**config.mk**
```make
export PLATFORM = sky130hd
export DESIGN_NAME = specialRegs
export DESIGN_NICKNAME = d
export VERILOG_FILES = /design/src/verilog/cpuPkg.sv /design/src/verilog/specialRegs.sv
export SDC_FILE = /design/constraint.sdc
export NUM_CORES = 1
export LEC_CHECK = 0
export BUFFER_PORTS_ARGS = -buffer_cell sky130_fd_sc_hd__clkbuf_2
export CAP_MARGIN = 15
export CORE_UTILIZATION = 50
export CTS_CLUSTER_DIAMETER = 40
export DETAILED_ROUTE_END_ITERATION = 16
export PLACE_DENSITY = 0.9
export SKIP_CTS_REPAIR_TIMING = 1
export SYNTH_ARGS = -nofsm -noshare
export SYNTH_HDL_FRONTEND = slang
export SYNTH_SLANG_ARGS = --single-unit
```
**constraint.sdc**
```tcl
create_clock -name clk -period 1.6 [get_ports clk]
set_input_delay 0.32 -clock clk [delete_from_list [all_inputs] [get_ports clk]]
set_output_delay 0.32 -clock clk [all_outputs]
set_load 0.02 [all_outputs]
```
**src/verilog/cpuPkg.sv**
```systemverilog
package cpuPkg;

    typedef logic [31:0] wordT;     // Bus, register and memory word
    typedef logic [3:0]  regIdxT;   // One of sixteen general registers

    // ALU operation codes, anything else gives a zero result
    typedef enum logic [4:0] {
        opAdd  = 5'd1,
        opSub  = 5'd2,
        opMul  = 5'd3,
        opDiv  = 5'd4,
        opShr  = 5'd5,
        opShl  = 5'd6,
        opShra = 5'd7,
        opRor  = 5'd8,
        opRol  = 5'd9,
        opAnd  = 5'd10,
        opOr   = 5'd11,
        opNeg  = 5'd12,
        opXor  = 5'd13,
        opNor  = 5'd14,
        opNot  = 5'd15
    } aluOpT;

    // Three-register layout
    typedef struct packed {
        logic [4:0]  opcode;
        regIdxT      ra;
        regIdxT      rb;
        regIdxT      rc;
        logic [14:0] unused;
    } regFormT;

    // Register plus 19-bit signed constant
    typedef struct packed {
        logic [4:0]  opcode;
        regIdxT      ra;
        regIdxT      rb;
        logic [18:0] c;
    } immFormT;

    typedef union packed {
        regFormT regForm;
        immFormT immForm;
    } instrWord;

endpackage

```
**src/verilog/specialRegs.sv**
```systemverilog
`timescale 1ns/1ns

module specialRegs (
    input  logic             clk,
    input  logic             reset,
    input  cpuPkg::wordT     bus,
    input  logic [63:0]      aluResult,
    input  logic             PCin,
    input  logic             IRin,
    input  logic             Yin,
    input  logic             Zin,
    input  logic             HIin,
    input  logic             LOin,
    output cpuPkg::wordT     pc,
    output cpuPkg::wordT     y,
    output cpuPkg::wordT     hi,
    output cpuPkg::wordT     lo,
    output cpuPkg::wordT     zHigh,
    output cpuPkg::wordT     zLow,
    output cpuPkg::instrWord ir
);

    always_ff @(posedge clk) begin
        if (reset) begin
            pc    <= '0;
            ir    <= '0;
            y     <= '0;
            zHigh <= '0;
            zLow  <= '0;
            hi    <= '0;
            lo    <= '0;
        end else begin
            if (PCin) pc <= bus;
            if (IRin) ir <= bus;
            if (Yin)  y  <= bus;   // Holds ALU operand A
            if (Zin) begin
                // Both halves in one step
                zHigh <= aluResult[63:32];
                zLow  <= aluResult[31:0];
            end
            if (HIin) hi <= bus;
            if (LOin) lo <= bus;
        end
    end

endmodule

```
Word-level counts from Yosys, hierarchy flattened
Index checks and enable logic that the tools add are counted.
Widths: inputs -> output; s select.
{ "word_totals": {"regBits": 224, "latchBits": 0, "ramBits": 0, "romBits": 0, "output_inout_bits": 224, "word_cells": 7, "n_memories": 0} }
{ "classes": {"addsub": 0, "mul": 0, "div_mod_pow": 0, "magnitude_cmp": 0, "eq_ne": 0, "shift": 0, "muxes": 0, "bitwise": 0, "n_reduce_logical": 0} }

Logic depth before layout (Yosys ltp)
{ "depth": {"ltp_word": 0, "ltp_mapped": 4} }

Worst setup path before layout
Ideal clock, no wire load.
{ "synth_timing": {"kind": "input -> register", "from": "input Zin", "to": "register zLow[10]", "setup_ps": 128, "arrival_ps": 846, "t_required_ps": 1472, "setup_slack_ps": 626, "cell_stages": 4, "n_path_buf": 2, "path_cell_list": "buf_6 buf_8 mux2i_1 nor2_1"} }
{ "synth_lines": {"columns": ["item", "line", "text"], "rows": [
  ["from (decl)", "specialRegs.sv:11", "input logic Zin,"],
  ["to (signal assigned)", "specialRegs.sv:39", "zLow <= aluResult[31:0];"],
  ["to (decl)", "specialRegs.sv:19", "output cpuPkg::wordT zLow,"]
]} }

Final worst setup path
{ "layout_timing": {"from": "register zLow[4]", "to": "output zLow[4]"} }
No word-level cell between the ends.

==> impl_summary.txt <==
----------------------------------------------------
[Outcome]
  Result of the run ... finished clean

[Min path]
  Worst hold path startpoint ... aluResult[15]
  Worst min-delay path category ... input pin to flip-flop

[Place]
  Count of input and output buffers ... 327
  Post-place instance area ... 0.00969 sq mm
  Detail Placement HPWL ... 14.4 mm
  Number of placed instances with taps included ... 1222
  Weighted congestion reported at the end of routability-driven placement ... 0.809

[Logic synthesis]
  Number of nets produced by synthesis ... 828
  Largest cells by area after synthesis ... dfxtp_1 56%, mux2i_1 28%, nor2_1 11%, buf_6 2.3%, buf_2 1.2%
  Sequential area share after synthesis ... 56.1%
  Number of instances in the synthesized netlist ... 724
  Distinct cell type count after synthesis ... 8
  Synth Warn # ... 0
  Netlist area before placement ... 0.00800 sq mm
  Seq cells post-synth ... 224
  Fraction of post-synthesis cell area in the top cell type by area ... 56.1%
  Synthesized area per cell ... 11.0 sq um
  Post-synthesis cell type with the largest combined area ... dfxtp_1

[STA]
  Slew headroom ... 78.7%
  Accumulated negative setup slack ... 0 ps
  Achievable clock frequency ... 0.712 GHz
  Hold_ws ... 32.5 ps
  Total count of max-transition violations in the final report ... 0
  Worst Tran Pin Value ... 319 ps
  Worst Skew ... 0 ps
  Unrepaired setup endpoints after global routing ... false
  Final critical delay including setup and external delays ... 1410 ps
  Ratio of final minimum period to clock period ... 87.8%
  Final hold violations ... 0
  Count of endpoints failing setup in the final report ... 0

[Run]
  Number of max-cap violations ... 0

[Clocking]
  Clock tree from TritonCTS ... done
  Clock root buffer master ... clkbuf_16
  Clock-pin slew on the worst setup and hold paths ... 60 ps
  TritonCTS Sinks ... 224
  Number of H-tree levels ... 1
  Deepest clock path buffer count ... 3
  Later-pin clock latency in the skew report ... 520 ps
  Clock buffer count from CTS ... 28

[Detailed routing]
  Residual DRC count ... 0
  Antenna viol nets, final ... 0
  Routed wire length ... 21.3 mm
  Post-detailed-route wirelength per cell ... 16.7 microns
  First-pass detailed-route iteration total ... 4
  DRC violation total after the first TritonRoute iteration ... 261
  Routed via count ... 6395
  Number of vias per cell after detailed routing ... 5.02

[Setup path]
  Crit path from ... zLow[4]$_SDFFE_PP0P_
  Worst-path fanout max ... 2
  Data arrival, critical path ... 1090 ps
  Slowest-stage cell, CP ... dfxtp_1
  CP cell instances ... clkbuf_2
  Largest stage delay on the critical path ... 380 ps
  Startpoint Class ... flip-flop
  Category of the most critical setup path ... flip-flop to output pin
  Endpoint required time on the critical path ... 1280 ps
  Startpoint of the worst register-to-register path ... y[3]$_SDFFE_PP0P_
  Critical path's top delay family ... flip-flops
  Sum of buffers and inverters on the critical path ... 1
  Worst Setup End Kind ... output pin

[Pwr]
  Fraction of power consumed by the clock network ... 44.8%
  Combinational group share of total power ... 12.5%
  Power per cell area ... 1340 mW/mm^2
  Cell Int Power ... 10.6 mW
  Peak supply drop ... 932 uV
  Part of the total power dissipated in sequential elements ... 42.6%
  P_leak ... 5.59 nW
  Power consumption ... 14.3 mW
  Net switching component of the power ... 3.74 mW
  Switching Fraction ... 26.1%

[Global route]
  Maximum number of pins on one net before global-route repair ... 62
  Number of global-route vias before repair ... 6399
  First-pass GRT wire length ... 32.5 mm
  Total routing resource utilization after global routing ... 24.9%
  Initial antenna violation count ... 0
  Grt ovf ... 0

[Layout]
  Final #Nets ... 1145
  Most used cells in the layout excluding fill and tap cells ... 325 x clkbuf_2, 224 x mux2i_1, 224 x nor2_1, 224 x dfxtp_1, 29 x clkbuf_16
  Area of all placed cells without fillers ... 0.0107 sq mm
  Layout cell share with drive strength beyond 1 ... 36.6%
  Diode insertion count for antenna repair ... 0
  Most frequent standard cell in the layout excluding fill and tap cells ... clkbuf_2
  Non-filler instance count after layout ... 1274
  Layout overhead on the synthesized area ... 33.4%

[Floorplanning]
  Placeable Area ... 0.0154 sq mm
  I/O pin count ... 328
  Overall die height ... 128 microns
  Cell row count ... 45
  DIE AREA ... 0.0165 sq mm
  Initial Utilization ... 51.9%
  Width of the die ... 128 microns

----------------------------------------------------
-- area by class of cell --
class,instances,area [sq um]
Clock inverter,18,205
Tap cell,211,264
Fill cell,1131,4760
Sequential cell,224,4480
Timing Repair Buffer,339,1860
Clock buffer,34,774
Multi-Input combinational cell,448,3080
-- flip-flops by register name, indices dropped and copies added (netlist names) --
| name | cells |
|---|---|
| zLow | 32 |
| hi | 32 |
| y | 32 |
| lo | 32 |
| zHigh | 32 |
| pc | 32 |
| ir | 32 |
-- tightest hold or removal path: stages --
cell,delay [ps]
clkbuf_2,70
mux2i_1,50
nor2_1,70
-- metrics by stage --
step | util [%] | setup slack, ps
after floorplan | - | 626
after global placement | 62.8 | 402
after detailed placement | 62.8 | 344
after CTS | 69.2 | 184
after global routing | 69.2 | 160
final | 69.2 | 195
-- synth_stat cells --
master and number:
nor2_1 224, clkbuf_1 4, mux2i_1 224, dfxtp_1 224, buf_8 6, buf_4 7
buf_2 19, buf_6 16
-- kinds of logic after synthesis --
| family | Yosys count | synth area share [%] |
|---|---|---|
| flip-flops | 224 | 56.1 |
| buffers and inverters | 52 | 5.41 |
| multiplexers | 224 | 28.0 |
| AND/OR/NAND/NOR | 224 | 10.5 |
-- power groups by stage --
stage | Clock (mW) | Sequential (mW) | Combinational (mW)
5_1_grt | 6.75 | 6.13 | 1.92
6_report | 6.41 | 6.10 | 1.79
4_1_cts | 6.49 | 6.09 | 1.80
3_5_place_dp | 0 | 6.21 | 1.78
2_1_floorplan | 0 | 6.60 | 0.729
3_3_place_gp | 0 | 6.19 | 1.74
-- per-layer routing --
metal | track usage [%] | wire, microns | vias up
met2 | 46.5 | 10700 | 242
met3 | 6.40 | 1560 | 59
met1 | 26.5 | 8360 | 3047
met4 | 10.1 | 682 | 0
met5 | 0 | 0 | -
li1 | - | - | 3047
-- worst paths after layout --
path | slack, ps | to | depth (start not counted)
max reg2reg | 900 | y[3]$_SDFFE_PP0P_ | 2
max | 190 | zLow[4] | 1
min | 30 | zLow[15]$_SDFFE_PP0P_ | 3
min reg2reg | 490 | lo[26]$_SDFFE_PP0P_ | 2
No activity file was read; power rests on OpenSTA's default activity.
