## src/verilog/cpuPkg.sv

```systemverilog
package cpuPkg;

    typedef logic [31:0] wordT;     // Bus, register and memory word
    typedef logic [3:0]  regIdxT;   // One of sixteen general registers

    // ALU operation codes, anything else gives a zero result
    typedef enum logic [4:0] {
        opAdd  = 5'd1,
        opSub  = 5'd2,
        opMul  = 5'd3,
        opDiv  = 5'd4,
        opShr  = 5'd5,
        opShl  = 5'd6,
        opShra = 5'd7,
        opRor  = 5'd8,
        opRol  = 5'd9,
        opAnd  = 5'd10,
        opOr   = 5'd11,
        opNeg  = 5'd12,
        opXor  = 5'd13,
        opNor  = 5'd14,
        opNot  = 5'd15
    } aluOpT;

    // Three-register layout
    typedef struct packed {
        logic [4:0]  opcode;
        regIdxT      ra;
        regIdxT      rb;
        regIdxT      rc;
        logic [14:0] unused;
    } regFormT;

    // Register plus 19-bit signed constant
    typedef struct packed {
        logic [4:0]  opcode;
        regIdxT      ra;
        regIdxT      rb;
        logic [18:0] c;
    } immFormT;

    typedef union packed {
        regFormT regForm;
        immFormT immForm;
    } instrWord;

endpackage

```

## src/verilog/busUnit.sv

```systemverilog
`timescale 1ns/1ns

module busUnit (
    input  logic             clk,
    input  logic             reset,
    input  cpuPkg::wordT     regOut,
    input  cpuPkg::wordT     pc,
    input  cpuPkg::wordT     mdr,
    input  cpuPkg::wordT     hi,
    input  cpuPkg::wordT     lo,
    input  cpuPkg::wordT     zHigh,
    input  cpuPkg::wordT     zLow,
    input  cpuPkg::instrWord ir,
    input  logic             regOutValid,
    input  logic             PCout,
    input  logic             MDRout,
    input  logic             HIout,
    input  logic             LOout,
    input  logic             ZHighOut,
    input  logic             ZLowOut,
    input  logic             InPortOut,
    input  logic             Cout,
    input  logic             InPortIn,
    input  logic             OutPortIn,
    input  cpuPkg::wordT     InPortData,
    output cpuPkg::wordT     bus,
    output cpuPkg::wordT     outPortData
);
    import cpuPkg::*;

    wordT inPortReg;
    wordT cValue;

    assign cValue = {{13{ir.immForm.c[18]}}, ir.immForm.c};  // Sign-extend C

    // Fixed priority in case a step enables more than one source
    always_comb begin
        if (regOutValid)    bus = regOut;
        else if (PCout)     bus = pc;
        else if (MDRout)    bus = mdr;
        else if (HIout)     bus = hi;
        else if (LOout)     bus = lo;
        else if (ZHighOut)  bus = zHigh;
        else if (ZLowOut)   bus = zLow;
        else if (InPortOut) bus = inPortReg;
        else if (Cout)      bus = cValue;
        else                bus = '0;   // Idle bus reads zero
    end

    always_ff @(posedge clk) begin
        if (reset) begin
            inPortReg   <= '0;
            outPortData <= '0;
        end else begin
            if (InPortIn)  inPortReg   <= InPortData;
            if (OutPortIn) outPortData <= bus;
        end
    end

endmodule

```

## config.mk

```make
export PLATFORM = sky130hd
export DESIGN_NAME = busUnit
export DESIGN_NICKNAME = d
export VERILOG_FILES = /design/src/verilog/cpuPkg.sv /design/src/verilog/busUnit.sv
export SDC_FILE = /design/constraint.sdc
export NUM_CORES = 1
export LEC_CHECK = 0
export BUFFER_PORTS_ARGS = -buffer_cell sky130_fd_sc_hd__buf_4
export CAP_MARGIN = 40
export CORE_AREA = 2 2 141 143
export CTS_CLUSTER_SIZE = 12
export DETAILED_ROUTE_END_ITERATION = 12
export DIE_AREA = 0 0 143 145
export GPL_ROUTABILITY_DRIVEN = 0
export PLACE_DENSITY = 0.62
export SYNTH_ARGS = -nofsm -noshare
export SYNTH_HDL_FRONTEND = slang
export SYNTH_SLANG_ARGS = --single-unit
```

## constraint.sdc

```tcl
create_clock -name clk -period 2.1 [get_ports clk]
set_input_delay 0.42 -clock clk [delete_from_list [all_inputs] [get_ports clk]]
set_output_delay 0.42 -clock clk [all_outputs]
set_load 0.03 [all_outputs]
```

======== Yosys cells after proc, flatten, opt, wreduce, memory -nomap -nowiden ========
Cells that the tools add are included.
operators by class
  add/sub/neg operators ................... 0
  $mul .................................... 0
  div/mod/pow operators ................... 0
  order comparisons ....................... 0
  equality and inequality tests ........... 0
  shift-type cells ........................ 0
  mux-type cells .......................... 9
  bitwise gates (word level) .............. 0
  reductions and logical operators ........ 0
operators with widths
  operator  count
  $mux 32   9
storage, ports and cells
  register bits after elaboration ......... 64
  bits in latches ......................... 0
  RAM bits ................................ 0
  bits in read-only memories .............. 0
  logic and storage cells ................. 11
  memories ................................ 0

======== Depth between registers and ports, before layout ========
Gate-level depths: netlist of run 1.
  depth after elaboration ................. 9
  gate-level depth with buffers ........... 7
  depth with buffers taken out ............ 4

======== Least setup slack after synthesis of run 1 ========
Ideal clock, no wire load.
  kind .................................... input-to-output
  start point ............................. input HIout
  end point ............................... output bus[30]
  arrival ................................. 1.665 ns
  setup slack ............................. 0.015 ns
  stages .................................. 5
  buffers on the path ..................... 3
  path through ............................ clkbuf_1 buf_2 buf_1 a221oi_1 o2bb2ai_1
between the ends
  word-level cells in the longest chain between the ends .. 4
ends and longest elaborated chain
  element             line           source
  start: declaration  busUnit.sv:17  input logic HIout,
  $mux 32             busUnit.sv:41  else if (HIout) bus = hi;
  $mux 32             busUnit.sv:40  else if (MDRout) bus = mdr;
  $mux 32             busUnit.sv:39  else if (PCout) bus = pc;
  $mux 32             busUnit.sv:38  if (regOutValid) bus = regOut;
  end: declaration    busUnit.sv:26  output cpuPkg::wordT bus,
No other way between the ends.

======== Final worst setup path of run 1 ========
  start point ............................. input ZLowOut
  end point ............................... output bus[18]
between the ends
  word-level cells in the longest chain between the ends .. 7
ends and longest elaborated chain
  element             line           source
  start: declaration  busUnit.sv:20  input logic ZLowOut,
  $mux 32             busUnit.sv:44  else if (ZLowOut) bus = zLow;
  $mux 32             busUnit.sv:43  else if (ZHighOut) bus = zHigh;
  $mux 32             busUnit.sv:42  else if (LOout) bus = lo;
  $mux 32             busUnit.sv:41
  $mux 32             busUnit.sv:40
  $mux 32             busUnit.sv:39
  $mux 32             busUnit.sv:38
No other way between the ends.

==> results of run 1 <==
-- registers in the layout, summed over array words and instances, names as in the netlist --
name,cells
inPortReg,32
outPortData,32
-- worst max-delay path, delay by kind of cell --
kind                   cells  cell delay [ns]
buffers and inverters      4             0.60
AOI/OAI and AO/OA          3             0.54
and+or+nand+nor            1             0.16
-- layout make-up --
cell class	instances	share of cell area, %
inverters	82	3.17
flip-flops and latches	64	13.2
clock buffers	14	2.82
multi-input cells	482	40.1
repair buffers	442	36.7
clock inverters	2	0.618
well taps	265	3.41
-- cell families after synthesis --
kind of cell / Yosys count / share of synthesized area (%)
muxes: 32 / 6.13
and+or+nand+nor: 209 / 19.9
AOI/OAI and AO/OA: 241 / 37.3
buffers and inverters: 152 / 12.2
DFF: 64 / 24.5
-- worst paths after layout --
kind                                     start        endpoint  slack (ns)  depth (start not counted)
worst max-delay path                   ZLowOut         bus[18]       -0.06                          8
worst min-delay path            InPortData[29]   inPortReg[29]        0.31                          3
worst max register to register    inPortReg[9]  outPortData[9]        0.73                          6
worst min register to register   inPortReg[24]   inPortReg[24]        0.49                          2
-- through the flow --
step	utilization, %	cell area (um2)	hold WS (ns)	TNS [ns]
after global routing	50.6	9720	0.321	-1.19
after floorplan	-	5220	0.460	0
after CTS	49.2	9460	0.306	-0.717
final	50.6	9720	0.315	-0.290
after global placement	44.4	8530	0.476	-10.00
after detailed placement	44.5	8550	0.481	-3.83
-- layout by cell type (no fill, tap or decap), types with 9 or more instances in the layout --
cell type,count
o32ai_1,18
o21ai_1,18
nand2b_1,32
nor2_1,52
nand3_1,19
buf_6,25
a211oi_2,18
o21ai_0,16
a221oi_4,13
buf_4,404
nor2b_1,20
nor3b_1,14
a31oi_1,14
nand2_1,50
a221oi_2,19
clkbuf_16,9
mux2i_1,32
dfxtp_1,64
a21oi_1,18
a221oi_1,13
inv_1,81
o31ai_1,14
nand3_2,9
a221o_1,49
o221ai_1,14
-- timing repair --
action,in CTS,in global routing
buffers inserted,12,5
resized for setup,88,54
cloned,2,0
setup endpoints to repair,32,32
pin swaps,42,34
-- power breakdown --
group          switching, mW  internal (mW)  total, mW
clock network          0.590           1.14       1.73
registers             0.0459           1.30       1.35
logic                   1.03          0.974       2.01
total                   1.67           3.41       5.08
-- metal layers --
layer	part of all wire (%)	GRT usage, %	routed length, um
met3	7.8	5.97	2170
met1	41	31.6	11300
met4	3.7	11.0	1050
met5	0	0	0
met2	48	42.4	13400
==> metrics.cfg, run 1 <==
[critical_path]
startpoint_type=input pin
worst_path_max_delay_cell=a221oi_4
crit_fanout=13
crit_arrival_ns=1.74
critPathMaxStageDelay_ns=0.30
cp.required_ns=1.68
crit_chain=buf_4 > nor2b_2 > buf_12 > a221oi_4 > a221oi_4 > buf_4 > o2bb2ai_2 > buf_6
cp-end-kind=output pin
worstSetupPathType=in -> out

[synthesis]
yosys-top-cells-area=dfxtp_1, a221o_1, a221oi_1
synth.largest_area_cell=dfxtp_1
synth-edff-count=0
ys.flop_type=dfxtp_1
avgSynthCellArea_um2=7.48
synth-seq-cells=64
async_reset_ff_share_pct=0
synth_nets=999
synthTopCellsByCount=inv_1, dfxtp_1, nor2_1
synth_area_mm2=0.00522
synth.most_common_cell=inv_1
synth_top_area_share_pct=24.5
syn-instance-count=698
yosysSeqAreaShare_pct=24.5
synth.distinct_cells=31
yosys_warnings=0

[timing]
rsz0062_at_grt=true
fmax_ghz=0.464
fin_skew_ns=0.00673
period_needed_ns=2.16
setup-violations-final=13
worst_slew_pin_slew_ns=0.639
setup_slack_ns=-0.0569
hold_violations=0
max_slew_margin_pct=57.4
fin_crit_sh_pct=103
slew_violations=0

[floorplan]
die_h_um=145
die_area_mm2=0.0207
dieWidth_um=143
start_util_pct=27.2
coreArea_mm2=0.0192
io-pin-count=365
num_rows=51

[global_route]
grt_max_degree=37
grt_overflow=0
antenna_found_initial=0
grt_pass1_wl_um=41000
grtUsageTotal_pct=25.7
grt_pass1_vias=7231

[layout]
syn_to_final_growth_pct=86.1
layout.cells.non_filler=1351
multi_input_area_mm2=0.00390
fill_cells=1836
layout.area.seq_mm2=0.00128
drive_gt1_share_pct=49.5
insertedDiodeCount=0
fin_nets=1382

[drt]
antenna_left=0
via_count=7277
dr.pass1.iters=7
drtIter0Drc=515
drc=0
wl_per_cell_um=20.7
vias_per_cell=5.39
wl_um=28000

[clock_tree]
cts_max_path_buffers=2
clkTransAtPathRegs_ns=0.06
cts.sinks=64
hold_buffers=0
cts_tree=done
clk_latency_ns=0.34
clockRootBuffer=clkbuf_16
numCtsBuffers=9
htreeDepth=3

[power]
leakage_nw=4.52
total_power_mw=5.08
power_density_mw_per_mm2=523
irDropWorstVdd_mv=0.350

[status]
violations=setup timing
status=complete, but fails checks

[placement]
place_hpwl_um=20700
dp_slack_ns=-0.353
dp_cells=1324
portBuffers=351

[run]
cap_violations=0

[hold_path]
hp-class=in -> reg

No activity file was read; power rests on OpenSTA's default activity.
==> run 2: changes to the inputs <==
==> config.mk (replaced) <==
export PLATFORM = sky130hd
export DESIGN_NAME = busUnit
export DESIGN_NICKNAME = d
export VERILOG_FILES = /design/src/verilog/cpuPkg.sv /design/src/verilog/busUnit.sv
export SDC_FILE = /design/constraint.sdc
export NUM_CORES = 1
export LEC_CHECK = 0
export BUFFER_PORTS_ARGS = -buffer_cell sky130_fd_sc_hd__clkbuf_2
export CAP_MARGIN = 40
export CORE_AREA = 2 2 142 144
export CTS_CLUSTER_SIZE = 12
export DETAILED_ROUTE_END_ITERATION = 12
export DIE_AREA = 0 0 144 146
export GPL_ROUTABILITY_DRIVEN = 0
export PLACE_DENSITY = 0.61
export RECOVER_POWER = 50
export SYNTH_ARGS = -nofsm -noshare
export SYNTH_HDL_FRONTEND = slang
export SYNTH_SLANG_ARGS = --single-unit
==> metrics.cfg, run 2 (synthesis results as in run 1) <==
[timing]
rsz0062_at_grt=true
worst_slew_pin_slew_ns=1.19
slew_violations=0
fin_skew_ns=0.00477
setup-violations-final=27
period_needed_ns=2.25
hold_violations=0
setup_slack_ns=-0.147
fmax_ghz=0.445
fin_crit_sh_pct=107
max_slew_margin_pct=20.6

[clock_tree]
hold_buffers=0
clockRootBuffer=clkbuf_16
cts_tree=done
cts_max_path_buffers=2
numCtsBuffers=9
clkTransAtPathRegs_ns=0.06
cts.sinks=64
htreeDepth=3
clk_latency_ns=0.34

[critical_path]
ff2ff_setup_slack_ns=0.66
startpoint_type=input pin
crit_arrival_ns=1.83
cp-end-kind=output pin
crit_fanout=5
worstSetupPathType=in -> out
cp.required_ns=1.68

[placement]
portBuffers=351
dp_cells=1338
dpl_cell_area_mm2=0.00788
place_hpwl_um=20200

[drt]
vias_per_cell=5.38
via_count=7473
dr.pass1.iters=5
antenna_left=0
drtIter0Drc=478
drc=0
wl_um=28400
wl_per_cell_um=20.4

[layout]
final_cell_mix=clkbuf_2, buf_4, inv_1
layout_commonest_cell=clkbuf_2
drive_gt1_share_pct=51.4
layout.cells.non_filler=1389
largestRegisters=inPortReg (32), outPortData (32)
fill_cells=1849
stdcell_area_mm2=0.00980
syn_to_final_growth_pct=87.7
fin_nets=1420

[global_route]
grt_pass1_wl_um=40300
grt_pass1_vias=7400
grtUsageTotal_pct=24.8
antenna_found_initial=1
grt_max_degree=37
grt_overflow=0

[power]
leakage_nw=4.62
power_density_mw_per_mm2=505
irDropWorstVdd_mv=0.360

[status]
violations=setup timing
status=complete, but fails checks

[floorplan]
start_util_pct=27.0
die_h_um=146
coreArea_mm2=0.0193
num_rows=51
die_area_mm2=0.0210
io-pin-count=365
dieWidth_um=144

[run]
cap_violations=0

[hold_path]
hp-class=in -> reg

[run 2: critical path, cell delays in order]
cell and delay, ns:
buf_6 0.10, buf_6 0.10, nand3b_1 0.10, buf_6 0.14, buf_12 0.14, buf_12 0.12, nand3_4 0.06, a221oi_2 0.25
buf_4 0.18, o2bb2ai_4 0.07, buf_8 0.14
[run 2: stage by stage]
stage	util (%)	setup slack [ns]	TNS (ns)	hold slack, ns	total power, mW
3_3_place_gp	40.7	-0.440	-8.65	0.473	2.97
6_report	50.7	-0.147	-1.62	0.317	4.95
5_1_grt	50.7	-0.198	-2.99	0.329	5.16
2_1_floorplan	-	0.0149	0	0.460	2.21
3_5_place_dp	40.8	-0.489	-7.46	0.479	2.98
4_1_cts	47.8	-0.151	-1.92	0.303	4.79
[run 2: routing by layer]
metal	GRT usage (%)	up-vias	part of all wire, %
met5	0	-	0
met4	9.95	0	4.0
met3	4.90	92	7.6
met2	41.7	418	48
met1	30.9	3504	41
li1	-	3459	-
[run 2: path summary, 6_finish.rpt]
check | start | endpoint | cells past startpoint
worst min-delay path | InPortData[17] | inPortReg[17] | 3
worst max register to register | inPortReg[4] | outPortData[4] | 5
worst max-delay path | Cout | bus[24] | 11
worst min register to register | outPortData[7] | outPortData[7] | 2
[run 2: area by class of cell]
type	instances	area (um2)	area share, %
clock buffer	12	246	2.52
inverter	82	310	3.17
tap	265	332	3.38
antenna	1	2.50	0.0255
sequential	64	1280	13.1
clock inverter	3	42.5	0.434
multi-input combinational	482	4180	42.7
timing repair buffer	480	3400	34.7
[run 2: repair_timing]
| action | CTS | global route |
|---|---|---|
| setup endpoints to repair | 32 | 32 |
| pin swaps | 46 | 38 |
| gates resized for setup | 170 | 90 |
| buffers inserted | 17 | 18 |
| cloned | 3 | 2 |
[run 2: power by group]
group          internal, mW  leakage (nW)  switching [mW]
Sequential             1.30         0.528          0.0444
Combinational         0.960          3.95            1.11
Clock                 0.945         0.139           0.594
Total                  3.20          4.62            1.74
